===== config.mk =====
export PLATFORM = sky130hd
export DESIGN_NAME = controlUnit
export DESIGN_NICKNAME = d
export VERILOG_FILES = /design/src/hdl/sparcIsaPkg.sv /design/src/hdl/ctrlPkg.sv /design/src/hdl/instrDecoder.sv /design/src/hdl/ctrlSequencer.sv /design/src/hdl/ctrlSignalGen.sv /design/src/hdl/controlUnit.sv
export SDC_FILE = /design/constraint.sdc
export NUM_CORES = 1
export LEC_CHECK = 0
export ABC_AREA = 1
export BUFFER_PORTS_ARGS = -buffer_cell sky130_fd_sc_hd__buf_2
export CAP_MARGIN = 20
export CORE_UTILIZATION = 30
export DETAILED_ROUTE_END_ITERATION = 16
export HOLD_SLACK_MARGIN = 0.1
export PLACE_DENSITY = 0.63
export SYNTH_ARGS = -nofsm -noshare
export SYNTH_HDL_FRONTEND = slang
export SYNTH_HIERARCHICAL = 1
export SYNTH_SLANG_ARGS = --single-unit

===== constraint.sdc =====
create_clock -name Clk -period 4.11 [get_ports Clk]
set_input_delay 0.411 -clock Clk [delete_from_list [all_inputs] [get_ports Clk]]
set_output_delay 0.411 -clock Clk [all_outputs]
set_load 0.005 [all_outputs]

===== src/hdl/sparcIsaPkg.sv =====
package sparcIsaPkg;

	typedef logic [31:0] instrWordT;
	typedef logic [4:0]  regAddrT;
	typedef logic [5:0]  op3T;

	// Kinds of instruction the control unit handles
	typedef enum logic [2:0]
	{
		ClassArith,
		ClassSethi,
		ClassLoad,
		ClassStore,
		ClassOther // Straight to PC advance
	} instrClassT;

	// Field positions in the instruction word
	localparam int OpHi    = 31;
	localparam int OpLo    = 30;
	localparam int RdHi    = 29;
	localparam int RdLo    = 25;
	localparam int Op2Hi   = 24; // Format 2 only
	localparam int Op2Lo   = 22;
	localparam int Op3Hi   = 24;
	localparam int Op3Lo   = 19;
	localparam int Rs1Hi   = 18;
	localparam int Rs1Lo   = 14;
	localparam int Rs2Hi   = 4;
	localparam int Rs2Lo   = 0;
	localparam int ImmBit  = 13; // i bit, operand B from simm13
	localparam int FlagBit = 23; // op3 bit 4, cc update

	// op field
	localparam logic [1:0] OpFmt2  = 2'b00; // Sethi and branches
	localparam logic [1:0] OpCall  = 2'b01;
	localparam logic [1:0] OpArith = 2'b10;
	localparam logic [1:0] OpMem   = 2'b11;

	localparam logic [2:0] Op2Sethi = 3'b100;

	// Load op3 codes
	localparam op3T Op3Ld   = 6'b000000; // Word
	localparam op3T Op3Ldub = 6'b000001;
	localparam op3T Op3Lduh = 6'b000010;
	localparam op3T Op3Ldsb = 6'b001001;
	localparam op3T Op3Ldsh = 6'b001010;

	// Store op3 codes
	localparam op3T Op3Stb = 6'b000101;
	localparam op3T Op3Sth = 6'b000110;
	localparam op3T Op3St  = 6'b000100;

endpackage


===== src/hdl/ctrlPkg.sv =====
package ctrlPkg;

	// Listed in numeric order, StPcLoad is the highest code
	typedef enum logic [5:0]
	{
		StReset,      // Clear PC and PSR
		StNpcSetup,   // ALU = 0 + 4
		StNpcLoad,
		StFetchAddr,  // PC into MAR
		StFetchWait,  // RAM read until mfc
		StIrLoad,
		StDecode,
		StArithOp,    // A operand and ALU op
		StArithImm,
		StArithReg,
		StArithImmWr,
		StArithRegWr,
		StSethiSetup,
		StSethiWr,
		StLoadOp,     // Address base rs1
		StLoadImm,    // MAR load, imm offset
		StLoadReg,    // MAR load, rs2 offset
		StLoadWait,
		StLoadMdr,
		StLoadWr,
		StStoreOp,
		StStoreImm,
		StStoreReg,
		StStoreMdr,   // rd through ALU into MDR
		StStoreWait,
		StPcSetup,    // NPC + 4
		StPcLoad      // PC <- NPC, NPC <- NPC + 4
	} ctrlStateT;

	typedef logic [5:0] aluOpT;
	localparam aluOpT AluAdd = 6'b000000;

	typedef enum logic [1:0]
	{
		AluAReg  = 2'b00, // Register file port A
		AluAZero = 2'b01,
		AluANpc  = 2'b10
	} aluASelT;

	typedef enum logic [2:0]
	{
		AluBReg  = 3'b000, // Register file port B
		AluBExt  = 3'b001,
		AluBMdr  = 3'b010,
		AluBPc   = 3'b011,
		AluBFour = 3'b110
	} aluBSelT;

	typedef enum logic [1:0] {PcInNpc = 2'b00} pcInSelT;

	typedef enum logic [1:0] {PsrFromAlu = 2'b00} psrSelT; // ALU condition codes

	typedef enum logic [2:0]
	{
		ExtSimm13 = 3'b000, // Sign extend bits 12..0
		ExtImm22  = 3'b100  // imm22 into the upper bits
	} extSelT;

	// MDR input mux
	localparam logic MdrFromAlu = 1'b0;
	localparam logic MdrFromRam = 1'b1;

endpackage


===== src/hdl/instrDecoder.sv =====
module instrDecoder
	import sparcIsaPkg::*;
(
	input  instrWordT  irOut,
	output instrClassT instrClass,
	output logic       isImm,
	output logic       setsFlags,
	output regAddrT    rd,
	output regAddrT    rs1,
	output regAddrT    rs2,
	output op3T        op3
);

	logic [1:0] op;
	logic [2:0] op2;

	assign op  = irOut[OpHi:OpLo];
	assign op2 = irOut[Op2Hi:Op2Lo]; // Overlaps op3, meaningful for op 00 only

	// Register and operand fields, the only place the word is indexed
	assign rd        = irOut[RdHi:RdLo];
	assign rs1       = irOut[Rs1Hi:Rs1Lo];
	assign rs2       = irOut[Rs2Hi:Rs2Lo];
	assign op3       = irOut[Op3Hi:Op3Lo];
	assign isImm     = irOut[ImmBit];
	assign setsFlags = irOut[FlagBit];

	always_comb
	begin
		instrClass = ClassOther; // Branches, call, unknown codes
		case (op)
			OpFmt2:
			begin
				if (op2 == Op2Sethi)
					instrClass = ClassSethi;
			end
			OpCall:
				instrClass = ClassOther; // Call not handled here
			OpArith:
				instrClass = ClassArith;
			OpMem:
			begin
				// Doubles, swap and alternate space fall through to other
				if (op3 inside {Op3Ld, Op3Ldub, Op3Lduh, Op3Ldsb, Op3Ldsh})
					instrClass = ClassLoad;
				else if (op3 inside {Op3Stb, Op3Sth, Op3St})
					instrClass = ClassStore;
			end
			default:
				instrClass = ClassOther;
		endcase
	end

endmodule


===== src/hdl/ctrlSequencer.sv =====
module ctrlSequencer
	import sparcIsaPkg::*;
	import ctrlPkg::*;
(
	input  logic       Clk,
	input  logic       RESET,
	input  logic       mfc,        // Memory function complete
	input  instrClassT instrClass,
	input  logic       isImm,
	output ctrlStateT  state
);

	ctrlStateT nextState;
	logic      memWait; // In a state that holds ramEnable

	assign memWait = state inside {StFetchWait, StLoadWait, StStoreWait};

	always_ff @(posedge Clk)
	begin
		if (RESET)
			state <= StReset;
		else
			state <= nextState;
	end

	always_comb
	begin
		nextState = state;
		case (state)
			// Reset init and NPC = 4
			StReset:      nextState = StNpcSetup;
			StNpcSetup:   nextState = StNpcLoad;
			StNpcLoad:    nextState = StFetchAddr;

			// Fetch
			StFetchAddr:  nextState = StFetchWait;
			StFetchWait:
			begin
				if (mfc)
					nextState = StIrLoad;
			end
			StIrLoad:     nextState = StDecode;

			StDecode:
			begin
				case (instrClass)
					ClassArith: nextState = StArithOp;
					ClassSethi: nextState = StSethiSetup;
					ClassLoad:  nextState = StLoadOp;
					ClassStore: nextState = StStoreOp;
					default:    nextState = StPcSetup; // Nothing to execute
				endcase
			end

			// Arith and logic
			StArithOp:    nextState = isImm ? StArithImm : StArithReg;
			StArithImm:   nextState = StArithImmWr;
			StArithReg:   nextState = StArithRegWr;
			StArithImmWr: nextState = StPcSetup;
			StArithRegWr: nextState = StPcSetup;

			StSethiSetup: nextState = StSethiWr;
			StSethiWr:    nextState = StPcSetup;

			// Load
			StLoadOp:     nextState = isImm ? StLoadImm : StLoadReg;
			StLoadImm:    nextState = StLoadWait;
			StLoadReg:    nextState = StLoadWait;
			StLoadWait:
			begin
				if (mfc)
					nextState = StLoadMdr;
			end
			StLoadMdr:    nextState = StLoadWr;
			StLoadWr:     nextState = StPcSetup;

			// Store
			StStoreOp:    nextState = isImm ? StStoreImm : StStoreReg;
			StStoreImm:   nextState = StStoreMdr;
			StStoreReg:   nextState = StStoreMdr;
			StStoreMdr:   nextState = StStoreWait;
			StStoreWait:
			begin
				if (mfc)
					nextState = StPcSetup;
			end

			// Common PC advance
			StPcSetup:    nextState = StPcLoad;
			StPcLoad:     nextState = StFetchAddr;

			default:      nextState = StReset; // Unused code, restart
		endcase
	end

	// Only declared codes ever reach the register
	assert property (@(posedge Clk) disable iff (RESET)
		!$isunknown(state) && (state <= StPcLoad))
		else $error("Undeclared state code %0d", state);

	// A memory wait is held across every cycle without mfc
	assert property (@(posedge Clk) disable iff (RESET)
		(memWait && !mfc) |=> (state == $past(state)))
		else $error("Memory wait state left without mfc");

endmodule


===== src/hdl/ctrlSignalGen.sv =====
module ctrlSignalGen
	import sparcIsaPkg::*;
	import ctrlPkg::*;
(
	input  ctrlStateT state,
	input  logic      setsFlags,
	input  regAddrT   rd,
	input  regAddrT   rs1,
	input  regAddrT   rs2,
	input  op3T       op3,
	output logic      irEnable,
	output logic      npcEnable,
	output logic      pcEnable,
	output logic      mdrEnable,
	output logic      marEnable,
	output logic      regFileWrite,
	output logic      ramEnable,
	output logic      psrEnable,
	output logic      pcClr,
	output logic      psrClr,
	output extSelT    extenderSelect,
	output pcInSelT   pcInMuxSelect,
	output aluASelT   aluAMuxSelect,
	output psrSelT    psrMuxSelect,
	output aluBSelT   aluBMuxSelect,
	output logic      mdrMuxSelect,
	output regAddrT   inPc,
	output regAddrT   inPa,
	output regAddrT   inPb,
	output aluOpT     aluOp,
	output op3T       ramOpCode
);

	always_comb
	begin
		// Strobes low, selects and addresses zero
		irEnable       = 1'b0;
		npcEnable      = 1'b0;
		pcEnable       = 1'b0;
		mdrEnable      = 1'b0;
		marEnable      = 1'b0;
		regFileWrite   = 1'b0;
		ramEnable      = 1'b0;
		psrEnable      = 1'b0;
		pcClr          = 1'b0;
		psrClr         = 1'b0;
		extenderSelect = ExtSimm13;
		pcInMuxSelect  = PcInNpc;
		aluAMuxSelect  = AluAReg;
		psrMuxSelect   = PsrFromAlu;
		aluBMuxSelect  = AluBReg;
		mdrMuxSelect   = MdrFromAlu;
		inPc           = '0;
		inPa           = '0;
		inPb           = '0;
		aluOp          = AluAdd;
		ramOpCode      = Op3Ld;
		case (state)
			StReset:
			begin
				pcClr  = 1'b1;
				psrClr = 1'b1;
			end
			StNpcSetup, StNpcLoad:
			begin
				aluAMuxSelect = AluAZero; // 0 + 4
				aluBMuxSelect = AluBFour;
				npcEnable     = (state == StNpcLoad);
			end
			StFetchAddr:
			begin
				aluAMuxSelect = AluAZero; // PC passes the ALU
				aluBMuxSelect = AluBPc;
				marEnable     = 1'b1;
			end
			StFetchWait:
				ramEnable = 1'b1; // Word read, held until mfc
			StIrLoad:
				irEnable = 1'b1;
			StDecode:
				aluOp = AluAdd; // Idle cycle while IR settles
			StArithOp, StArithImm, StArithReg, StArithImmWr, StArithRegWr:
			begin
				inPa  = rs1;
				inPc  = rd;
				aluOp = op3; // op3 doubles as the ALU code
				if (state inside {StArithImm, StArithImmWr})
					aluBMuxSelect = AluBExt; // simm13
				else if (state inside {StArithReg, StArithRegWr})
					inPb = rs2;
				regFileWrite = (state inside {StArithImmWr, StArithRegWr});
				psrEnable    = regFileWrite && setsFlags; // cc forms only
			end
			StSethiSetup, StSethiWr:
			begin
				extenderSelect = ExtImm22;
				aluAMuxSelect  = AluAZero;
				aluBMuxSelect  = AluBExt;
				inPc           = rd;
				regFileWrite   = (state == StSethiWr);
			end
			StLoadOp, StLoadImm, StLoadReg, StStoreOp, StStoreImm, StStoreReg:
			begin
				inPa      = rs1; // Address = rs1 + offset
				ramOpCode = op3;
				if (state inside {StLoadImm, StStoreImm})
					aluBMuxSelect = AluBExt;
				else if (state inside {StLoadReg, StStoreReg})
					inPb = rs2;
				marEnable = !(state inside {StLoadOp, StStoreOp});
			end
			StLoadWait, StLoadMdr:
			begin
				ramOpCode    = op3;
				mdrMuxSelect = MdrFromRam;
				ramEnable    = (state == StLoadWait);
				mdrEnable    = (state == StLoadMdr);
			end
			StLoadWr:
			begin
				aluAMuxSelect = AluAZero; // MDR through the ALU
				aluBMuxSelect = AluBMdr;
				inPc          = rd;
				regFileWrite  = 1'b1;
			end
			StStoreMdr:
			begin
				inPa      = rd; // rd + r0 into MDR
				ramOpCode = op3;
				mdrEnable = 1'b1;
			end
			StStoreWait:
			begin
				ramOpCode = op3;
				ramEnable = 1'b1;
			end
			StPcSetup, StPcLoad:
			begin
				aluAMuxSelect = AluANpc; // NPC + 4 for next NPC
				aluBMuxSelect = AluBFour;
				pcEnable      = (state == StPcLoad);
				npcEnable     = (state == StPcLoad);
			end
			default:
			begin
				pcClr  = 1'b0;
				psrClr = 1'b0;
			end
		endcase
	end

	// MAR takes the ALU while RAM would read it
	assert final (!(marEnable && ramEnable))
		else $error("marEnable and ramEnable high together");

	assert final ($onehot0({regFileWrite, marEnable, mdrEnable}))
		else $error("More than one write strobe in state %0d", state);

endmodule


===== src/hdl/controlUnit.sv =====
module controlUnit
	import sparcIsaPkg::*;
	import ctrlPkg::*;
(
	input  logic      Clk,
	input  logic      RESET,
	input  instrWordT irOut,
	input  logic      mfc,
	output logic      irEnable,
	output logic      npcEnable,
	output logic      pcEnable,
	output logic      mdrEnable,
	output logic      marEnable,
	output logic      regFileWrite,
	output logic      ramEnable,
	output logic      psrEnable,
	output logic      pcClr,
	output logic      psrClr,
	output extSelT    extenderSelect,
	output pcInSelT   pcInMuxSelect,
	output aluASelT   aluAMuxSelect,
	output psrSelT    psrMuxSelect,
	output aluBSelT   aluBMuxSelect,
	output logic      mdrMuxSelect,
	output regAddrT   inPc,
	output regAddrT   inPa,
	output regAddrT   inPb,
	output aluOpT     aluOp,
	output op3T       ramOpCode
);

	instrClassT instrClass;
	logic       isImm;
	logic       setsFlags;
	regAddrT    rd;
	regAddrT    rs1;
	regAddrT    rs2;
	op3T        op3;
	ctrlStateT  state;

	// IR fields, combinational
	instrDecoder i_instrDecoder
	(
		.irOut      (irOut),
		.instrClass (instrClass),
		.isImm      (isImm),
		.setsFlags  (setsFlags),
		.rd         (rd),
		.rs1        (rs1),
		.rs2        (rs2),
		.op3        (op3)
	);

	ctrlSequencer i_ctrlSequencer
	(
		.Clk        (Clk),
		.RESET      (RESET),
		.mfc        (mfc),
		.instrClass (instrClass),
		.isImm      (isImm),
		.state      (state)
	);

	// Moore outputs from state plus IR fields
	ctrlSignalGen i_ctrlSignalGen
	(
		.state          (state),
		.setsFlags      (setsFlags),
		.rd             (rd),
		.rs1            (rs1),
		.rs2            (rs2),
		.op3            (op3),
		.irEnable       (irEnable),
		.npcEnable      (npcEnable),
		.pcEnable       (pcEnable),
		.mdrEnable      (mdrEnable),
		.marEnable      (marEnable),
		.regFileWrite   (regFileWrite),
		.ramEnable      (ramEnable),
		.psrEnable      (psrEnable),
		.pcClr          (pcClr),
		.psrClr         (psrClr),
		.extenderSelect (extenderSelect),
		.pcInMuxSelect  (pcInMuxSelect),
		.aluAMuxSelect  (aluAMuxSelect),
		.psrMuxSelect   (psrMuxSelect),
		.aluBMuxSelect  (aluBMuxSelect),
		.mdrMuxSelect   (mdrMuxSelect),
		.inPc           (inPc),
		.inPa           (inPa),
		.inPb           (inPb),
		.aluOp          (aluOp),
		.ramOpCode      (ramOpCode)
	);

endmodule


# ---- Word-level counts from Yosys, hierarchy flattened
# Cells that the tools add are included.
dict set report classes {
  eq_ne 43
  n_reduce_logical 31
  n_mux 36
}
# cell n
set op_table {}
lappend op_table {{case mux 6 bit (21 select lines)} 1}
lappend op_table {{equality test 6 x 5 -> 1 bit, second input constant} 11}
lappend op_table {{equality test 6 x 4 -> 1 bit, second input constant} 10}
lappend op_table {{equality test 6 x 3 -> 1 bit, second input constant} 7}
lappend op_table {{two-way mux 5 bit} 6}
lappend op_table {{two-way mux 6 bit} 5}
lappend op_table {{case mux 5 bit (2 select lines)} 2}
lappend op_table {{case mux 5 bit (4 select lines)} 1}
lappend op_table {{equality test 6 x 2 -> 1 bit, second input constant} 3}
lappend op_table {{case mux 3 bit (6 select lines)} 1}
lappend op_table {{OR reduction 2 bit} 8}
lappend op_table {{equality test 6 x 1 -> 1 bit, second input constant} 2}
lappend op_table {{logical NOT 6 bit} 2}
lappend op_table {{two-way mux 3 bit} 4}
lappend op_table {{case mux 3 bit (4 select lines)} 1}
lappend op_table {{nonzero test 2 bit} 6}
lappend op_table {{OR reduction 6 bit} 2}
lappend op_table {{OR reduction 11 bit} 1}
lappend op_table {{OR reduction 10 bit} 1}
lappend op_table {{two-way mux 1 bit} 8}
lappend op_table {{case mux 1 bit (2 select lines)} 4}
lappend op_table {{OR reduction 4 bit} 2}
lappend op_table {{OR reduction 8 bit} 1}
lappend op_table {{equality test 3 x 2 -> 1 bit, second input constant} 2}
lappend op_table {{other kinds (16)} 19}
dict set report word_totals {
  elab_cells 111
  in_bits 35
  reg_bits 6
}

# ---- Depth between registers and ports, before layout
dict set report logic_depth {
  word_depth 8
  ltp_mapped 14
}

# ---- Hierarchy
# The synthesis kept the hierarchy.
# module n_inst area_each_um2 cells_per_inst
set modules_own_cells {}
lappend modules_own_cells {ctrlSignalGen 1 739.5 151}
lappend modules_own_cells {ctrlSequencer 1 615.6 113}
lappend modules_own_cells {instrDecoder 1 272.8 43}

# ---- Least setup slack after synthesis
# Ideal clock, no wire load.
dict set report synth_path {
  kind {reg2out}
  from {register i_ctrlSequencer.state[3]}
  to {output ramOpCode[0]}
  arrival_time_ps 1310
  required_ps 3699
  slack_ps 2389
  stages_incl_launch_ff 8
  cell_sequence {dfxtp_1 -> nor2_1 -> nand3_1 -> nand2_2 -> nor2_4 -> nand3b_4 -> nand2_1 -> inv_1}
}
dict set report synth_via {
  elab_chain_len 3
  elab_cells_between_ends 12
  classes_between {eq/ne (10); mux (1); reduce/logical (1)}
}
# element line_no
set synth_rtl {}
lappend synth_rtl {{start, declared} ctrlSequencer.sv:10} ;# output ctrlStateT state
lappend synth_rtl {{start signal, assigned} ctrlSequencer.sv:21} ;# state <= StReset;
lappend synth_rtl {{start signal, assigned} ctrlSequencer.sv:23} ;# state <= nextState;
lappend synth_rtl {{equality test 6 x 4 -> 1 bit / equality test 6 x 5 -> 1 bit (equally long branches)} ctrlSignalGen.sv:58} ;# case (state)
lappend synth_rtl {{OR reduction 10 bit (no source line) (*)} -}
lappend synth_rtl {{two-way mux 6 bit (*)} ctrlSignalGen.sv:58}
lappend synth_rtl {{end, declared} controlUnit.sv:29} ;# output op3T ramOpCode
# Mark *: on every way between the ends. The rest lies on a longest branch, timed or not.

# ---- Final worst setup path
dict set report layout_path {
  from {register i_ctrlSequencer.state[2]}
  to {output ramOpCode[4]}
}
# The elaborated chain is that of the path after synthesis.

==> metrics list <==
* Placeable core area: 0.00517 mm²
* Required arrival time at the worst endpoint: 3700 ps
- Power density normalized to cell area: 407 mW/mm²
- For the pin with the worst max-slew slack, the measured transition is 573 ps.
* Final sum of negative setup slack: 0 ps
* Register bank with the most flops: i_ctrlSequencer/state
- A synthesized cell averages 5.30 µm².
* First-pass GRT wire length: 6.26 mm
* Max FO, Critical Path: 12
* Commonest non-fill, non-tap cells in the layout: sky130_fd_sc_hd__nand2_1, sky130_fd_sc_hd__buf_2, sky130_fd_sc_hd__inv_1, sky130_fd_sc_hd__nor2_1, sky130_fd_sc_hd__nand3_1
- Leak Pwr: 0.00118 µW
- Min Tclk post-route: 2360 ps
- Hold Crit Class: in -> reg
- Average wire per cell in the routed design: 9.54 µm
* Top-Level Pins: 85
* Element type at the critical path end: output port
* Category of the critical setup timing path: reg -> out
- Count of cell types in the netlist: 34
* Post-CTS setup buffers: 0
* Registers with the most flip-flops: i_ctrlSequencer/state x5
- The number of antenna diodes in the final layout is 0.
* WL final: 4.02 mm
- Final Net Count: 388
- Combined global-route utilization of all metal layers: 13.5%
- Pre-antenna DRT Iters: 4
- Maximum vdd ir drop: 0.133 mV
* Clock tree root driver cell: sky130_fd_sc_hd__clkbuf_8
- The final hold violation count came to 0.
- By area, the combinational part of the netlist is dominated by simple AND/OR/NAND/NOR gates.
* Vert. Die Dim: 75.7 µm
- Global routing finished with a remaining overflow of 0.
- After synthesis, flip-flops and latches occupy 6.15% of the total area.
- Buffers inserted to repair hold after CTS numbered 0.
- Unrepaired setup endpoints after global routing: false
- Entering global routing, the biggest net connects 16 pins.
- Synthesized instance count: 307
* Pins over their slew limit: 0
- Measured on the finished design, the core utilization comes to 36.2%.
* Vias: 1846
- Of the total synthesized cell area, the portion taken by full adders, half adders and majority gates is 0%.
* Post-synthesis mux area share: 0%
* Non-filler cells, final: 422
- CTS built an H-tree with a depth of 1.
- Full die area: 0.00572 mm²
- Antenna violation net count after detailed routing: 0
- The synthesized netlist devotes 9.68% of its cell area to compound gates.
- Max-cap violations in this run came to 0.
- The worst pin sits at a relative slew slack of 61.7%.
* Part of the cycle the worst path needs: 57.5%
- Clock skew after layout: 0.648 ps
- In this run the tool buffered the top-level ports with 70 buffer cells.
- The clock net in this run drives a total of 5 sinks.
- Highest achievable clock rate: 423 MHz
* Number of register bits inferred by synthesis: 5
* Cell count after placement: 418
- Cells with a size suffix above 1 make up 30.7% of the layout.
* Result of the run: finished, final reports clean
* Die span in x: 75.7 µm
* Post-cts gate resize count: 0
* Mapped cell area: 0.00163 mm²
- The initial antenna violation count is 0.
- The library cell used most frequently in the layout, excluding fill and tap cells, is sky130_fd_sc_hd__nand2_1.
- The initial utilization of the core area, before any placement, comes to 31.5%.
- Clock-pin slew was measured on the worst setup and hold paths at 30 ps.
* Clk buf depth: 2
* Placed standard-cell area: 0.00183 mm²
- Data arrival at the endpoint of the critical path: 1950 ps
- For the worst-skew pair, the clock arrives at the later sink with an insertion delay of 210 ps.
* Area growth syn-to-layout: 15.1%
- Summing the areas of all xor and xnor instances in the mapped netlist gives 0% of the synthesized area.
* Final standard cell area without fillers: 0.00187 mm²
* Nature of the critical path startpoint: register
- TritonCTS created 3 clock buffers.
- Number of cell rows: 26
- Weighted congestion at the end of routability-driven global placement: 0.886
- Simple-gate share of the synthesized area: 54.6%
- Post-detailed-route via-to-cell ratio: 4.37
- Starting DRC count in detailed routing: 59
* Largest register FFs: 5
- The filler cells instantiated in the layout total 579.
- Drt drc: 0
- Finish-stage setup viols: 0
- TritonCTS built the clock tree.
* Via count of the first global-routing pass: 1515
- Total of warnings raised by yosys: 6
- The wire-length estimate of the detail-placed layout is 3.35 mm.
-- worst max-delay path, stage by stage (launching register included) --
cell                       delay, ps
sky130_fd_sc_hd__dfxtp_1         610
sky130_fd_sc_hd__inv_1           180
sky130_fd_sc_hd__nor2_1          300
sky130_fd_sc_hd__nand3_1         120
sky130_fd_sc_hd__nand2_1         130
sky130_fd_sc_hd__nor2_4           70
sky130_fd_sc_hd__nand3b_4        100
sky130_fd_sc_hd__nand2_1          60
sky130_fd_sc_hd__inv_1            50
sky130_fd_sc_hd__buf_2           110
-- cell type report --
class,count,area [µm²],area share (%)
tap,70,87.6,4.68
sequential,5,100,5.34
clock buffer,4,45.0,2.40
timing repair buffer,70,350,18.7
inverter,58,218,11.6
multi-input combinational,215,1070,57.2
-- through the flow --
step / worst slack [ps] / total power [µW] / hold slack, ps
after global routing: 1500 / 855 / 432
after floorplan: 2390 / 540 / 473
after global placement: 2020 / 670 / 636
final: 1750 / 762 / 420
after CTS: 1760 / 760 / 419
after detailed placement: 1990 / 669 / 643
-- layer usage --
metal	track usage (%)	vias up	part of all wire [%]
met5	0	-	0
met4	2.88	0	0.99
li1	-	990	-
met1	16.9	795	46
met2	26.1	57	49
met3	0	4	4.4
-- kinds of logic (layout without fill, tap and decap cells) --
family,after synthesis,in the layout
flops,5,5
other cells,2,7
simple gates,183,183
buf+inv,92,132
compound gates,25,25
-- power breakdown --
part	total [µW]	leakage, µW	internal (µW)	switching [µW]
Combinational	536	0.00112	192	344
Clock	87.6	0.0000228	66.3	21.3
Sequential	138	0.0000410	68.0	69.6
Total	762	0.00118	327	435
-- cells in the mapped netlist --
cell / instances / area, µm²
sky130_fd_sc_hd__nand2_1: 71 / 267
sky130_fd_sc_hd__inv_1: 56 / 210
sky130_fd_sc_hd__nor2_1: 49 / 184
sky130_fd_sc_hd__buf_4: 32 / 240
sky130_fd_sc_hd__nand3_1: 25 / 125
sky130_fd_sc_hd__nor2_2: 12 / 75.1
sky130_fd_sc_hd__nand2_2: 7 / 43.8
sky130_fd_sc_hd__o21ai_0: 7 / 35.0
sky130_fd_sc_hd__a21oi_1: 6 / 30.0
sky130_fd_sc_hd__dfxtp_1: 5 / 100
sky130_fd_sc_hd__nor2_4: 4 / 45.0
sky130_fd_sc_hd__a31oi_1: 3 / 18.8
sky130_fd_sc_hd__nor3_1: 3 / 15.0
sky130_fd_sc_hd__a21oi_2: 2 / 17.5
sky130_fd_sc_hd__conb_1: 2 / 7.51
sky130_fd_sc_hd__inv_2: 2 / 7.51
sky130_fd_sc_hd__nand3b_1: 2 / 15.0
sky130_fd_sc_hd__o211ai_1: 2 / 15.0
sky130_fd_sc_hd__o21ai_1: 2 / 10.0
sky130_fd_sc_hd__a21oi_4: 1 / 16.3
sky130_fd_sc_hd__and3b_1: 1 / 8.76
sky130_fd_sc_hd__buf_2: 1 / 5.00
sky130_fd_sc_hd__buf_6: 1 / 11.3
sky130_fd_sc_hd__nand2_4: 1 / 11.3
sky130_fd_sc_hd__nand3_2: 1 / 10.0
sky130_fd_sc_hd__nand3_4: 1 / 17.5
sky130_fd_sc_hd__nand3b_4: 1 / 20.0
sky130_fd_sc_hd__nand4_1: 1 / 6.26
sky130_fd_sc_hd__nand4_2: 1 / 12.5
sky130_fd_sc_hd__nor3_2: 1 / 10.0
sky130_fd_sc_hd__nor3_4: 1 / 16.3
sky130_fd_sc_hd__nor4_1: 1 / 6.26
sky130_fd_sc_hd__o22ai_1: 1 / 6.26
sky130_fd_sc_hd__o311ai_0: 1 / 8.76
-- worst paths after layout --
kind | from | end | slack (ps) | depth (start not counted)
worst max-delay path | i_ctrlSequencer/state[2] | ramOpCode[4] | 1750 | 9
worst min-delay path | RESET | i_ctrlSequencer/state[0] | 420 | 2
worst max register to register | i_ctrlSequencer/state[1] | i_ctrlSequencer/state[0] | 2370 | 8
worst min register to register | i_ctrlSequencer/state[4] | i_ctrlSequencer/state[0] | 770 | 4
(Power assumes the default switching activity.)
